<file path="src/logic/ex_consts.svh">
// Execute stage constants
`ifndef EX_CONSTS_SVH
`define EX_CONSTS_SVH

// Datapath and register file widths
`define EX_XLEN       32
`define EX_REG_ADDR_W 5
`define EX_ALU_OP_W   4

// ALU opcodes, arithmetic and logic group
`define EX_ALU_ADD  4'd0
`define EX_ALU_SUB  4'd1
`define EX_ALU_AND  4'd2
`define EX_ALU_OR   4'd3
`define EX_ALU_XOR  4'd4
`define EX_ALU_SLL  4'd5
`define EX_ALU_SRL  4'd6
`define EX_ALU_SRA  4'd7
// Set-less-than and branch compare group
`define EX_ALU_SLT  4'd8
`define EX_ALU_SLTU 4'd9
`define EX_ALU_EQ   4'd10
`define EX_ALU_NE   4'd11
`define EX_ALU_LT   4'd12
`define EX_ALU_GE   4'd13
`define EX_ALU_LTU  4'd14
`define EX_ALU_GEU  4'd15

// Multiplier operators
`define EX_MUL_LO  2'd0
`define EX_MUL_HSS 2'd1
`define EX_MUL_HSU 2'd2
`define EX_MUL_HUU 2'd3

`endif

</file>
<file path="src/logic/ex_pkg.sv">
// Execute stage types
`include "ex_consts.svh"

package ex_pkg;

  // Operand and result word
  typedef logic [`EX_XLEN-1:0] word_t;

  // Register file index
  typedef logic [`EX_REG_ADDR_W-1:0] reg_addr_t;

  // ALU opcode
  typedef logic [`EX_ALU_OP_W-1:0] alu_op_t;

  // Multiplier operator, low or high word and signedness
  typedef logic [1:0] mul_op_t;

  // Iterative multiplier states
  typedef enum logic [1:0] {
    MULT_IDLE,
    MULT_STEP,
    MULT_DONE
  } mult_state_e;

endpackage

</file>
<file path="src/logic/ex_mult_if.sv">
// Multiplier request and result bus
`timescale 1ns/1ps

interface ex_mult_if
  import ex_pkg::*;
();

  // Request side, held by the stage while the instruction sits in EX
  logic    en;
  mul_op_t op;
  word_t   op_a;
  word_t   op_b;
  // Stage can take a new instruction
  logic    ex_ready;

  // Result side
  word_t   result;
  logic    ready;
  logic    multicycle;

  // Execute stage view
  modport stage (
    output en, op, op_a, op_b, ex_ready,
    input  result, ready, multicycle
  );

  // Multiplier view
  modport unit (
    input  en, op, op_a, op_b, ex_ready,
    output result, ready, multicycle
  );

endinterface

</file>
<file path="src/logic/ex_alu.sv">
// Single-cycle ALU
`timescale 1ns/1ps
`include "ex_consts.svh"

module ex_alu
  import ex_pkg::*;
(
  input  logic    clk,
  input  logic    rst_n,
  input  alu_op_t operator_i,
  input  word_t   operand_a_i,
  input  word_t   operand_b_i,
  output word_t   result_o,
  output logic    comparison_result_o,
  output logic    ready_o
);

  localparam int unsigned SHAMT_W = $clog2(`EX_XLEN);
  localparam int unsigned MSB     = `EX_XLEN - 1;

  logic               is_sub;
  word_t              adder_b;
  logic [`EX_XLEN:0]  adder_sum;
  word_t              adder_res;
  logic               carry;
  logic               is_eq;
  logic               is_lt;
  logic               is_ltu;
  logic [SHAMT_W-1:0] shamt;
  word_t              shl;
  word_t              shr_l;
  word_t              shr_a;
  logic               cmp;

  //////////////////////////////////////////////////
  // Shared adder and comparisons
  //////////////////////////////////////////////////

  // Everything except ADD subtracts, compares included
  assign is_sub    = (operator_i != `EX_ALU_ADD);
  assign adder_b   = is_sub ? ~operand_b_i : operand_b_i;
  // Carry-in of one completes the two's complement of B
  assign adder_sum = {1'b0, operand_a_i} + {1'b0, adder_b} + {{`EX_XLEN{1'b0}}, is_sub};
  assign adder_res = adder_sum[`EX_XLEN-1:0];
  // Carry out of A - B set means A >= B unsigned
  assign carry     = adder_sum[`EX_XLEN];

  assign is_eq  = (adder_res == '0);
  assign is_ltu = ~carry;
  // Opposite signs decide directly, else the difference sign does
  assign is_lt  = (operand_a_i[MSB] ^ operand_b_i[MSB]) ? operand_a_i[MSB] : adder_res[MSB];

  //////////////////////////////////////////////////
  // Shifter
  //////////////////////////////////////////////////

  // Only the low bits of B count as shift amount
  assign shamt = operand_b_i[SHAMT_W-1:0];
  assign shl   = operand_a_i << shamt;
  assign shr_l = operand_a_i >> shamt;
  assign shr_a = word_t'($signed(operand_a_i) >>> shamt);

  // Branch condition, also the set-less-than bit
  always_comb
  begin
    case (operator_i)
      `EX_ALU_SLT:  cmp = is_lt;
      `EX_ALU_SLTU: cmp = is_ltu;
      `EX_ALU_EQ:   cmp = is_eq;
      `EX_ALU_NE:   cmp = ~is_eq;
      `EX_ALU_LT:   cmp = is_lt;
      `EX_ALU_GE:   cmp = ~is_lt;
      `EX_ALU_LTU:  cmp = is_ltu;
      `EX_ALU_GEU:  cmp = ~is_ltu;
      default:      cmp = 1'b0;
    endcase
  end

  // Result select
  always_comb
  begin
    case (operator_i)
      `EX_ALU_ADD,
      `EX_ALU_SUB: result_o = adder_res;
      `EX_ALU_AND: result_o = operand_a_i & operand_b_i;
      `EX_ALU_OR:  result_o = operand_a_i | operand_b_i;
      `EX_ALU_XOR: result_o = operand_a_i ^ operand_b_i;
      `EX_ALU_SLL: result_o = shl;
      `EX_ALU_SRL: result_o = shr_l;
      `EX_ALU_SRA: result_o = shr_a;
      // Compare group writes the condition bit zero-extended
      default:     result_o = {{(`EX_XLEN-1){1'b0}}, cmp};
    endcase
  end

  assign comparison_result_o = cmp;

  // No divider, so always a single cycle
  assign ready_o = 1'b1;

  // Decode must never hand over an undriven opcode
  a_opcode_known: assert property (
    @(posedge clk) disable iff (!rst_n) !$isunknown(operator_i)
  ) else $error("ALU opcode is unknown");

endmodule

</file>
<file path="src/logic/ex_mult.sv">
// Iterative 32x32 multiplier
`timescale 1ns/1ps
`include "ex_consts.svh"

module ex_mult
  import ex_pkg::*;
(
  input logic     clk,
  input logic     rst_n,
  ex_mult_if.unit mult
);

  localparam int unsigned NUM_BYTES = `EX_XLEN / 8;
  localparam int unsigned CNT_W     = $clog2(NUM_BYTES);
  localparam int unsigned DW        = 2 * `EX_XLEN;
  localparam int unsigned MSB       = `EX_XLEN - 1;

  mult_state_e      state_q;
  mult_state_e      state_d;
  logic [CNT_W-1:0] cnt_q;
  logic             last_step;
  logic             accept;
  logic             a_neg;
  logic             b_neg;
  word_t            a_mag_q;
  word_t            b_mag_q;
  logic             neg_q;
  logic [7:0]       b_byte;
  logic [DW-1:0]    partial;
  logic [DW-1:0]    acc_q;
  logic [DW-1:0]    product;

  //////////////////////////////////////////////////
  // Control FSM
  //////////////////////////////////////////////////

  assign accept    = (state_q == MULT_IDLE) && mult.en;
  assign last_step = (cnt_q == CNT_W'(NUM_BYTES - 1));

  always_comb
  begin
    state_d = state_q;
    case (state_q)
      MULT_IDLE: if (mult.en) state_d = MULT_STEP;
      // One byte of B per cycle
      MULT_STEP: if (last_step) state_d = MULT_DONE;
      // Hold the result until the stage moves on
      MULT_DONE: if (mult.ex_ready) state_d = MULT_IDLE;
      default:   state_d = MULT_IDLE;
    endcase
  end

  always_ff @(posedge clk, negedge rst_n)
  begin
    if (!rst_n)
    begin
      state_q <= MULT_IDLE;
      cnt_q   <= '0;
    end
    else
    begin
      state_q <= state_d;
      if (accept)
        cnt_q <= '0;
      else if (state_q == MULT_STEP)
        cnt_q <= cnt_q + 1'b1;
    end
  end

  //////////////////////////////////////////////////
  // Datapath
  //////////////////////////////////////////////////

  // A is signed for HSS and HSU, B only for HSS
  assign a_neg = mult.op_a[MSB] && (mult.op == `EX_MUL_HSS || mult.op == `EX_MUL_HSU);
  assign b_neg = mult.op_b[MSB] && (mult.op == `EX_MUL_HSS);

  // A times the current byte of B, moved to its weight
  assign b_byte  = b_mag_q[8*cnt_q +: 8];
  assign partial = ({{`EX_XLEN{1'b0}}, a_mag_q} * {{(DW-8){1'b0}}, b_byte}) << (8 * cnt_q);

  always_ff @(posedge clk)
  begin
    if (accept)
    begin
      // Magnitudes fit 32 bits, even for the most negative value
      a_mag_q <= a_neg ? -mult.op_a : mult.op_a;
      b_mag_q <= b_neg ? -mult.op_b : mult.op_b;
      neg_q   <= a_neg ^ b_neg;
      acc_q   <= '0;
    end
    else if (state_q == MULT_STEP)
    begin
      acc_q <= acc_q + partial;
    end
  end

  // Sign restored on the full 64-bit product
  assign product = neg_q ? -acc_q : acc_q;

  assign mult.result = (mult.op == `EX_MUL_LO) ? product[`EX_XLEN-1:0] : product[DW-1:`EX_XLEN];

  // Idle and free, or finished
  assign mult.ready      = ((state_q == MULT_IDLE) && !mult.en) || (state_q == MULT_DONE);
  assign mult.multicycle = (state_q != MULT_IDLE);

  // ID holds the operator for the whole multiply
  a_op_stable: assert property (
    @(posedge clk) disable iff (!rst_n) (state_q == MULT_STEP) |-> $stable(mult.op)
  ) else $error("Multiplier operator changed during STEP");

endmodule

</file>
<file path="src/logic/ex_stage.sv">
// Execute stage
`timescale 1ns/1ps

module ex_stage
  import ex_pkg::*;
(
  input  logic      clk,
  input  logic      rst_n,

  // ALU request from ID
  input  alu_op_t   alu_operator_i,
  input  word_t     alu_operand_a_i,
  input  word_t     alu_operand_b_i,
  input  word_t     alu_operand_c_i,

  // Multiplier request from ID
  input  logic      mult_en_i,
  input  mul_op_t   mult_operator_i,
  input  word_t     mult_operand_a_i,
  input  word_t     mult_operand_b_i,
  output logic      mult_multicycle_o,

  // CSR read data
  input  logic      csr_access_i,
  input  word_t     csr_rdata_i,

  // Destination and write enables from ID
  input  logic      branch_in_ex_i,
  input  reg_addr_t regfile_alu_waddr_i,
  input  logic      regfile_alu_we_i,
  input  logic      regfile_we_i,

  // EX/WB pipeline outputs
  output reg_addr_t regfile_waddr_wb_o,
  output logic      regfile_we_wb_o,

  // Forwarding to ID and register file
  output reg_addr_t regfile_alu_waddr_fw_o,
  output logic      regfile_alu_we_fw_o,
  output word_t     regfile_alu_wdata_fw_o,

  // Branch resolution to IF
  output word_t     jump_target_o,
  output logic      branch_decision_o,

  // Stall control
  input  logic      lsu_ready_ex_i,
  input  logic      wb_ready_i,
  output logic      ex_ready_o,
  output logic      ex_valid_o
);

  word_t alu_result;
  word_t alu_csr_result;
  logic  alu_cmp_result;
  logic  alu_ready;
  logic  mult_ready;
  logic  units_ready;
  // WB and EX both want the single ALU write port
  logic  we_conflict;

  ex_mult_if mult_bus ();

  //////////////////////////////////////////////////
  // Functional units
  //////////////////////////////////////////////////

  ex_alu i_alu (
    .clk                 (clk),
    .rst_n               (rst_n),
    .operator_i          (alu_operator_i),
    .operand_a_i         (alu_operand_a_i),
    .operand_b_i         (alu_operand_b_i),
    .result_o            (alu_result),
    .comparison_result_o (alu_cmp_result),
    .ready_o             (alu_ready)
  );

  // Request levels straight from ID
  assign mult_bus.en       = mult_en_i;
  assign mult_bus.op       = mult_operator_i;
  assign mult_bus.op_a     = mult_operand_a_i;
  assign mult_bus.op_b     = mult_operand_b_i;
  assign mult_bus.ex_ready = ex_ready_o;

  ex_mult i_mult (
    .clk   (clk),
    .rst_n (rst_n),
    .mult  (mult_bus.unit)
  );

  assign mult_ready        = mult_bus.ready;
  assign mult_multicycle_o = mult_bus.multicycle;

  // Result mux, multiplier over CSR over ALU
  assign alu_csr_result         = csr_access_i ? csr_rdata_i : alu_result;
  assign regfile_alu_wdata_fw_o = mult_en_i ? mult_bus.result : alu_csr_result;

  // Forwarding address and enable
  assign regfile_alu_we_fw_o    = regfile_alu_we_i;
  assign regfile_alu_waddr_fw_o = regfile_alu_waddr_i;

  // Branch target comes in on operand C
  assign branch_decision_o = alu_cmp_result;
  assign jump_target_o     = alu_operand_c_i;

  //////////////////////////////////////////////////
  // Stall logic
  //////////////////////////////////////////////////

  assign we_conflict = regfile_we_wb_o && regfile_alu_we_i;
  assign units_ready = alu_ready && mult_ready && lsu_ready_ex_i && wb_ready_i;

  // A branch finishes in EX and never needs WB
  assign ex_ready_o = (units_ready && !we_conflict) || branch_in_ex_i;
  // Valid only looks forward, never at ex_ready_o
  assign ex_valid_o = units_ready;

  //////////////////////////////////////////////////
  // EX/WB pipeline register
  //////////////////////////////////////////////////

  always_ff @(posedge clk, negedge rst_n)
  begin
    if (!rst_n)
    begin
      regfile_we_wb_o    <= 1'b0;
      regfile_waddr_wb_o <= '0;
    end
    else if (ex_valid_o)
    begin
      regfile_we_wb_o <= regfile_we_i;
      // Address kept when nothing is written
      if (regfile_we_i)
        regfile_waddr_wb_o <= regfile_alu_waddr_i;
    end
    else if (wb_ready_i)
    begin
      // WB drained and nothing new, so flush the bubble
      regfile_we_wb_o <= 1'b0;
    end
  end

  // Never hand WB an instruction it cannot take
  a_valid_needs_wb: assert property (
    @(posedge clk) disable iff (!rst_n) ex_valid_o |-> wb_ready_i
  ) else $error("EX valid while WB is not ready");

  // Port conflict must stall, except for a branch
  a_conflict_stalls: assert property (
    @(posedge clk) disable iff (!rst_n) (we_conflict && !branch_in_ex_i) |-> !ex_ready_o
  ) else $error("Write port conflict without stall");

endmodule

</file>
<file path="config.mk">
export PLATFORM = sky130hd
export DESIGN_NAME = ex_stage
export DESIGN_NICKNAME = d
export VERILOG_FILES = /design/src/logic/ex_pkg.sv /design/src/logic/ex_mult_if.sv /design/src/logic/ex_alu.sv /design/src/logic/ex_mult.sv /design/src/logic/ex_stage.sv
export VERILOG_INCLUDE_DIRS = /design/src /design/src/logic
export SDC_FILE = /design/constraint.sdc
export NUM_CORES = 2
export LEC_CHECK = 0
export BUFFER_PORTS_ARGS = -buffer_cell sky130_fd_sc_hd__buf_2
export CORE_MARGIN = 5
export CORE_UTILIZATION = 30
export CTS_CLUSTER_DIAMETER = 200
export DETAILED_ROUTE_END_ITERATION = 8
export PLACE_DENSITY = 0.46
export SLEW_MARGIN = 20
export SYNTH_ARGS = -nofsm -noshare
export SYNTH_HDL_FRONTEND = slang
export SYNTH_SLANG_ARGS = --single-unit
</file>
<file path="constraint.sdc">
create_clock -name clk -period 10.15 [get_ports clk]
set_input_delay 0.5075 -clock clk [delete_from_list [all_inputs] [get_ports clk]]
set_output_delay 0.5075 -clock clk [all_outputs]
set_load 0.02 [all_outputs]
</file>
-- Yosys cells after proc, flatten, opt, wreduce, memory -nomap -nowiden
Cells that the tools add are included.
- reduce and logical (&&, ||, !) cells: 26
- multipliers: 1
- $add $sub $neg: 7
- shift operators: 5
- eq/ne operators: 23
- bitwise logic cells: 9
- muxes and demuxes: 18
- operator list (kind ; count):
    32-bit case mux with 7 select lines ; 1
    32-bit two-way mux ; 6
    64-bit adder ; 1
    64-bit two-way mux ; 1
    32-bit negator ; 2
    64-bit negator ; 1
    40-bit by 5-bit << shifter with 64-bit output ; 1
    32-bit by 8-bit multiplier with 40-bit output ; 1
    32-bit by 32-bit adder with 33-bit output ; 1
    33-bit by 1-bit adder with 33-bit output ; 1
    32-bit bitwise AND ; 1
    4-bit == test, second input constant ; 8
    32-bit zero test ; 1
    32-bit NOT ; 1
    32-bit OR ; 1
    32-bit by 6-bit variable part select with 8-bit output ; 1
    32-bit by 5-bit << shifter with 32-bit output ; 1
    32-bit by 5-bit right shift with 32-bit output ; 1
    32-bit by 5-bit >>> shifter with 32-bit output ; 1
    32-bit bitwise XOR ; 1
    4-bit by 3-bit == test with 1-bit output, second input constant ; 4
    2-bit two-way mux ; 5
    4-bit by 2-bit == test with 1-bit output, second input constant ; 2
    1-bit logical AND ; 8
    20 further kinds ; 37
- bits of input ports: 212
- bits in registers: 139
- output and inout bits: 80
- logic and storage cells: 97

-- Depth between registers and ports, before layout
- depth after elaboration: 10
- depth in mapped cells: 38
- mapped depth without buffers: 34

-- Hierarchy
Synthesis repeated with hierarchy kept, for this count alone.
- cells, all modules: 3638
- area total of the unflattened synthesis: 28427.3 um^2
- modules (own cells, without submodules) (module ; cells an instance ; instances ; area an instance (um^2) ; seq. area each (um^2)):
    ex_mult ; 2319 ; 1 ; 19447.4 ; 3333.2
    ex_alu ; 1157 ; 1 ; 7754.9 ; 0.0
    ex_stage ; 162 ; 1 ; 1224.9 ; 150.1

-- Worst setup path after synthesis
No wires, ideal clock.
- kind: register to register
- start: register i_mult.cnt_q[0]
- end: register i_mult.acc_q[63]
- clock period less this slack: 9.409 ns
- setup slack: 0.741 ns
- required time: 10.080 ns
- stages on the path, launching flop included: 35
- setup time: 0.070 ns
- data arrival time: 9.338 ns
- path buffers: 3
- cells stage by stage: dfrtp_1 -> clkbuf_1 -> buf_4 -> mux4_2 -> clkbuf_1 -> and2_1 -> fa_1 -> fa_1 -> fa_1 -> inv_1 -> fa_1 -> inv_1 -> ha_1 -> a2111oi_4 -> o21ai_0 -> a221oi_1 -> o21ai_0 -> a311oi_1 -> o21ai_0 -> o31ai_1 -> xnor2_1 -> mux2_2 -> mux2_2 -> ha_1 -> and2_1 -> nand2_1 -> nor2_1 -> nand2_1 -> a2111oi_0 -> o211a_1 -> o21ai_1 -> a211o_2 -> and3_1 -> or4_1 -> a21oi_1
- word-level cells in the longest chain between the ends: 4
- ends and longest elaborated chain (item ; RTL line ; source):
    start: declaration ; ex_mult.sv:20 ; logic [CNT_W-1:0] cnt_q;
    start signal: assignment ; ex_mult.sv:66 ; cnt_q <= cnt_q + 1'b1;
    32-bit by 6-bit variable part select with 8-bit output ; ex_mult.sv:79 ; assign b_byte = b_mag_q[8*cnt_q +: 8];
    32-bit by 8-bit multiplier with 40-bit output ; ex_mult.sv:80 ; assign partial = ({{`EX_XLEN{1'b0}}, a_mag_q} * {{(DW-8){1'b0}}, b_byte}) << (8 * cnt_q);
    40-bit by 5-bit << shifter with 64-bit output (*) ; ex_mult.sv:80 ;
    64-bit adder (*) ; ex_mult.sv:94 ; acc_q <= acc_q + partial;
    end signal: assignment ; ex_mult.sv:94 ;
    end: declaration ; ex_mult.sv:30 ; logic [DW-1:0] acc_q;
Mark *: on every way between the ends. The rest lies on a longest branch, timed or not.
A chain may end at the register's enable or synchronous reset.

-- Worst setup path in the final report
Same ends and word-level chain as after synthesis.

==> metrics <==
status=complete, no violations; Cell Count Post-Placement=4983; R2R Path Start=i_mult.cnt_q[0]; Final nets=4371; crit share post-route=about 96%; largest net degree at the start of global routing=70; Fin Clk Skew=between 0.01 and 0.015 ns; Cells after Synth=3673; total CTS buffers=17; Yosys cell types=between 90 and 100; max_slew headroom=28.5%; Worst Tran Pin Value=between 1 and 1.5 ns; die width=318 um; core area=0.0946 mm^2; Mapped Area=0.0284 mm^2; crit path max fanout=18; max-slew violation count=0; top cells by count, synth=371 x nand2_1, 315 x inv_1, 267 x a21oi_1; FF+latch count, synth=139; first-pass GRT wire length=about 170000 um; die area=0.101 mm^2; clock buffer depth=2; fin crit period=9.75 ns; worst skew pair latency=0.47 ns; Rows=113; share of cells above drive strength 1=a little under an eighth; I/O Buffers=between 200 and 250; maximum clock frequency=0.103 GHz; DRT Pass-1 Iters=6; Root Driver=clkbuf_16; cells on worst reg2reg path=33; Synth Area per Inst=7.74 um^2; share of Yosys cell area claimed by the top area cell type=about an eighth; Synth async-reset ratio=7.19%; Clock Sinks=139; number of global-route vias before repair=26.7k; via/cell ratio=5.45; Hold Violations, Final=0; initial drt markers=2469; cell repeated most along the worst path=fa_1; Ys Warns=0; number of H-tree levels=4; Critical Path RT=10.55 ns; worst stage delay on the critical path=0.56 ns; Synth area leader=fa_1; Worst setup EP type=flop; vias=27.4k; Residual DRC=0; main flop type after synthesis=edfxtp_1; Post-synth EDFFs=65; HP Start=wb_ready_i; Area growth syn-to-layout=10.3%; GRT Util Overall=21.4%; Seq/Total Area, Yosys=12.2%; ranking of synthesized cells by area=fa_1 13%, ha_1 9.9%, edfxtp_1 6.9%, and2_1 5.1%, nand2_1 4.9%; Max Cap Viol=0; Clock Pin Slew Worst Setup and Hold Paths=0.07 ns; Routed Antenna Nets=0; IO Pins=292; Mapped Nets=4292; slowest stage cell on the critical path=mux4_2; area post-placement=0.0306 mm^2; routed len/inst=approximately 23 um; routed wire length=approximately 120000 um; RD Place Congestion=0.963; gr ovfl total=0; CP Launch Point=i_mult.cnt_q[0]; Total Neg Setup Slack=0 ns; RSZ-0062 raised after global routing=no; hold-critical path depth=2; TritonCTS clock tree=yes; starting density of the core=between 30% and 40%; data arrival time at the worst-slack endpoint=10.15 ns; fin cells=5031; Final Util=between 30 and 40%; CP Class=reg2reg; Die Span Y=318 um; initial antenna violation count=7; DP Wirelength=91300 um; final instance area=0.0314 mm^2; final setup fails=0; cell with the most instances after synthesis=nand2_1; Hold Crit Class=in2reg; Worst setup SP type=flop
[worst paths after layout]
path / end / slack [ns]
setup / recovery: i_mult.acc_q[63] / 0.40
setup reg to reg: i_mult.acc_q[63] / 0.40
hold reg to reg: regfile_waddr_wb_o[4] / 0.50
max in group asynchronous: i_mult.cnt_q[0] / 9.39
min in group asynchronous: regfile_waddr_wb_o[3] / 0.47
hold / removal: regfile_we_wb_o / 0.24
[per-stage QoR]
| step | hold slack, ns | setup slack (ns) |
|---|---|---|
| detailed placement | 0.438 | 0.240 |
| CTS | 0.218 | 0.191 |
| global route | 0.252 | 0.0246 |
| global placement | 0.443 | 0.293 |
| floorplan | 0.212 | 0.741 |
| finish | 0.241 | 0.396 |
[what timing repair did]
| action | CTS | global route |
|---|---|---|
| hold buffers | 1 | 0 |
| setup buffers | 0 | 11 |
| endpoints found under the hold margin | 10 | 0 |
| setup endpoints to repair | 0 | 11 |
| gates resized for setup | 0 | 8 |
[routing by layer]
layer / track usage (%) / vias to the layer above / share of wire, % / wire length, um
li1: - / 13000 / - / -
met1: 28.0 / 13300 / 43 / 49700
met2: 36.2 / 920 / 48 / 55200
met3: 2.26 / 184 / 5.2 / 6020
met4: 8.67 / 0 / 4.3 / 4930
met5: 0 / - / 0 / 0
[critical path, delay by kind of cell, from the launching register on]
family | cells | cell delay, ns
AOI/OAI and AO/OA | 10 | 2.26
xor gates and xnor gates | 1 | 0.11
adders and majority gates | 6 | 3.01
buffers and inverters | 4 | 0.47
DFF | 1 | 0.53
muxes | 2 | 0.88
and+or+nand+nor | 10 | 2.43
[layout make-up]
type	count	area (um^2)
clock buffers	17	425
fillers	10200	63200
inverters	321	1200
flip-flops and latches	139	3490
clock inverters	15	139
repair buffers	292	1700
well taps	1265	1580
multi-input cells	2981	22800
diodes	1	2.50
[placed cells by master, fill, tap and decap left out, types with 107 or more instances in the layout]
master and n:
a21oi_1 267, and2_1 231, buf_2 227, fa_1 182, ha_1 224, inv_1 315, nand2_1 371, nor2_1 263
o21ai_0 246, xnor2_1 159, xor2_1 107
[state kept, by name, indices dropped and copies added (netlist names)]
register and flops:
i_mult.cnt_q 2, i_mult.a_mag_q 32, regfile_waddr_wb_o 5, i_mult.b_mag_q 32, i_mult.state_q 2, regfile_we_wb_o 1
i_mult.acc_q 64, i_mult.neg_q 1
[cells by family (layout without fill, tap and decap cells)]
group                      after synthesis  count (layout)  synth area share (%)
and+or+nand+nor                       1163            1163                  20.0
AOI/OAI and AO/OA                     1012            1012                  23.1
buffers and inverters                  556             645                  7.89
adders and majority gates              407             407                  22.7
xor gates and xnor gates               266             266                  8.19
DFF                                    139             139                  12.2
muxes                                  130             133                  5.86
other                                    0               1                     0
Power is not shown: default switching activity piles up to over one toggle a cycle in this logic, so the estimate is an artifact.
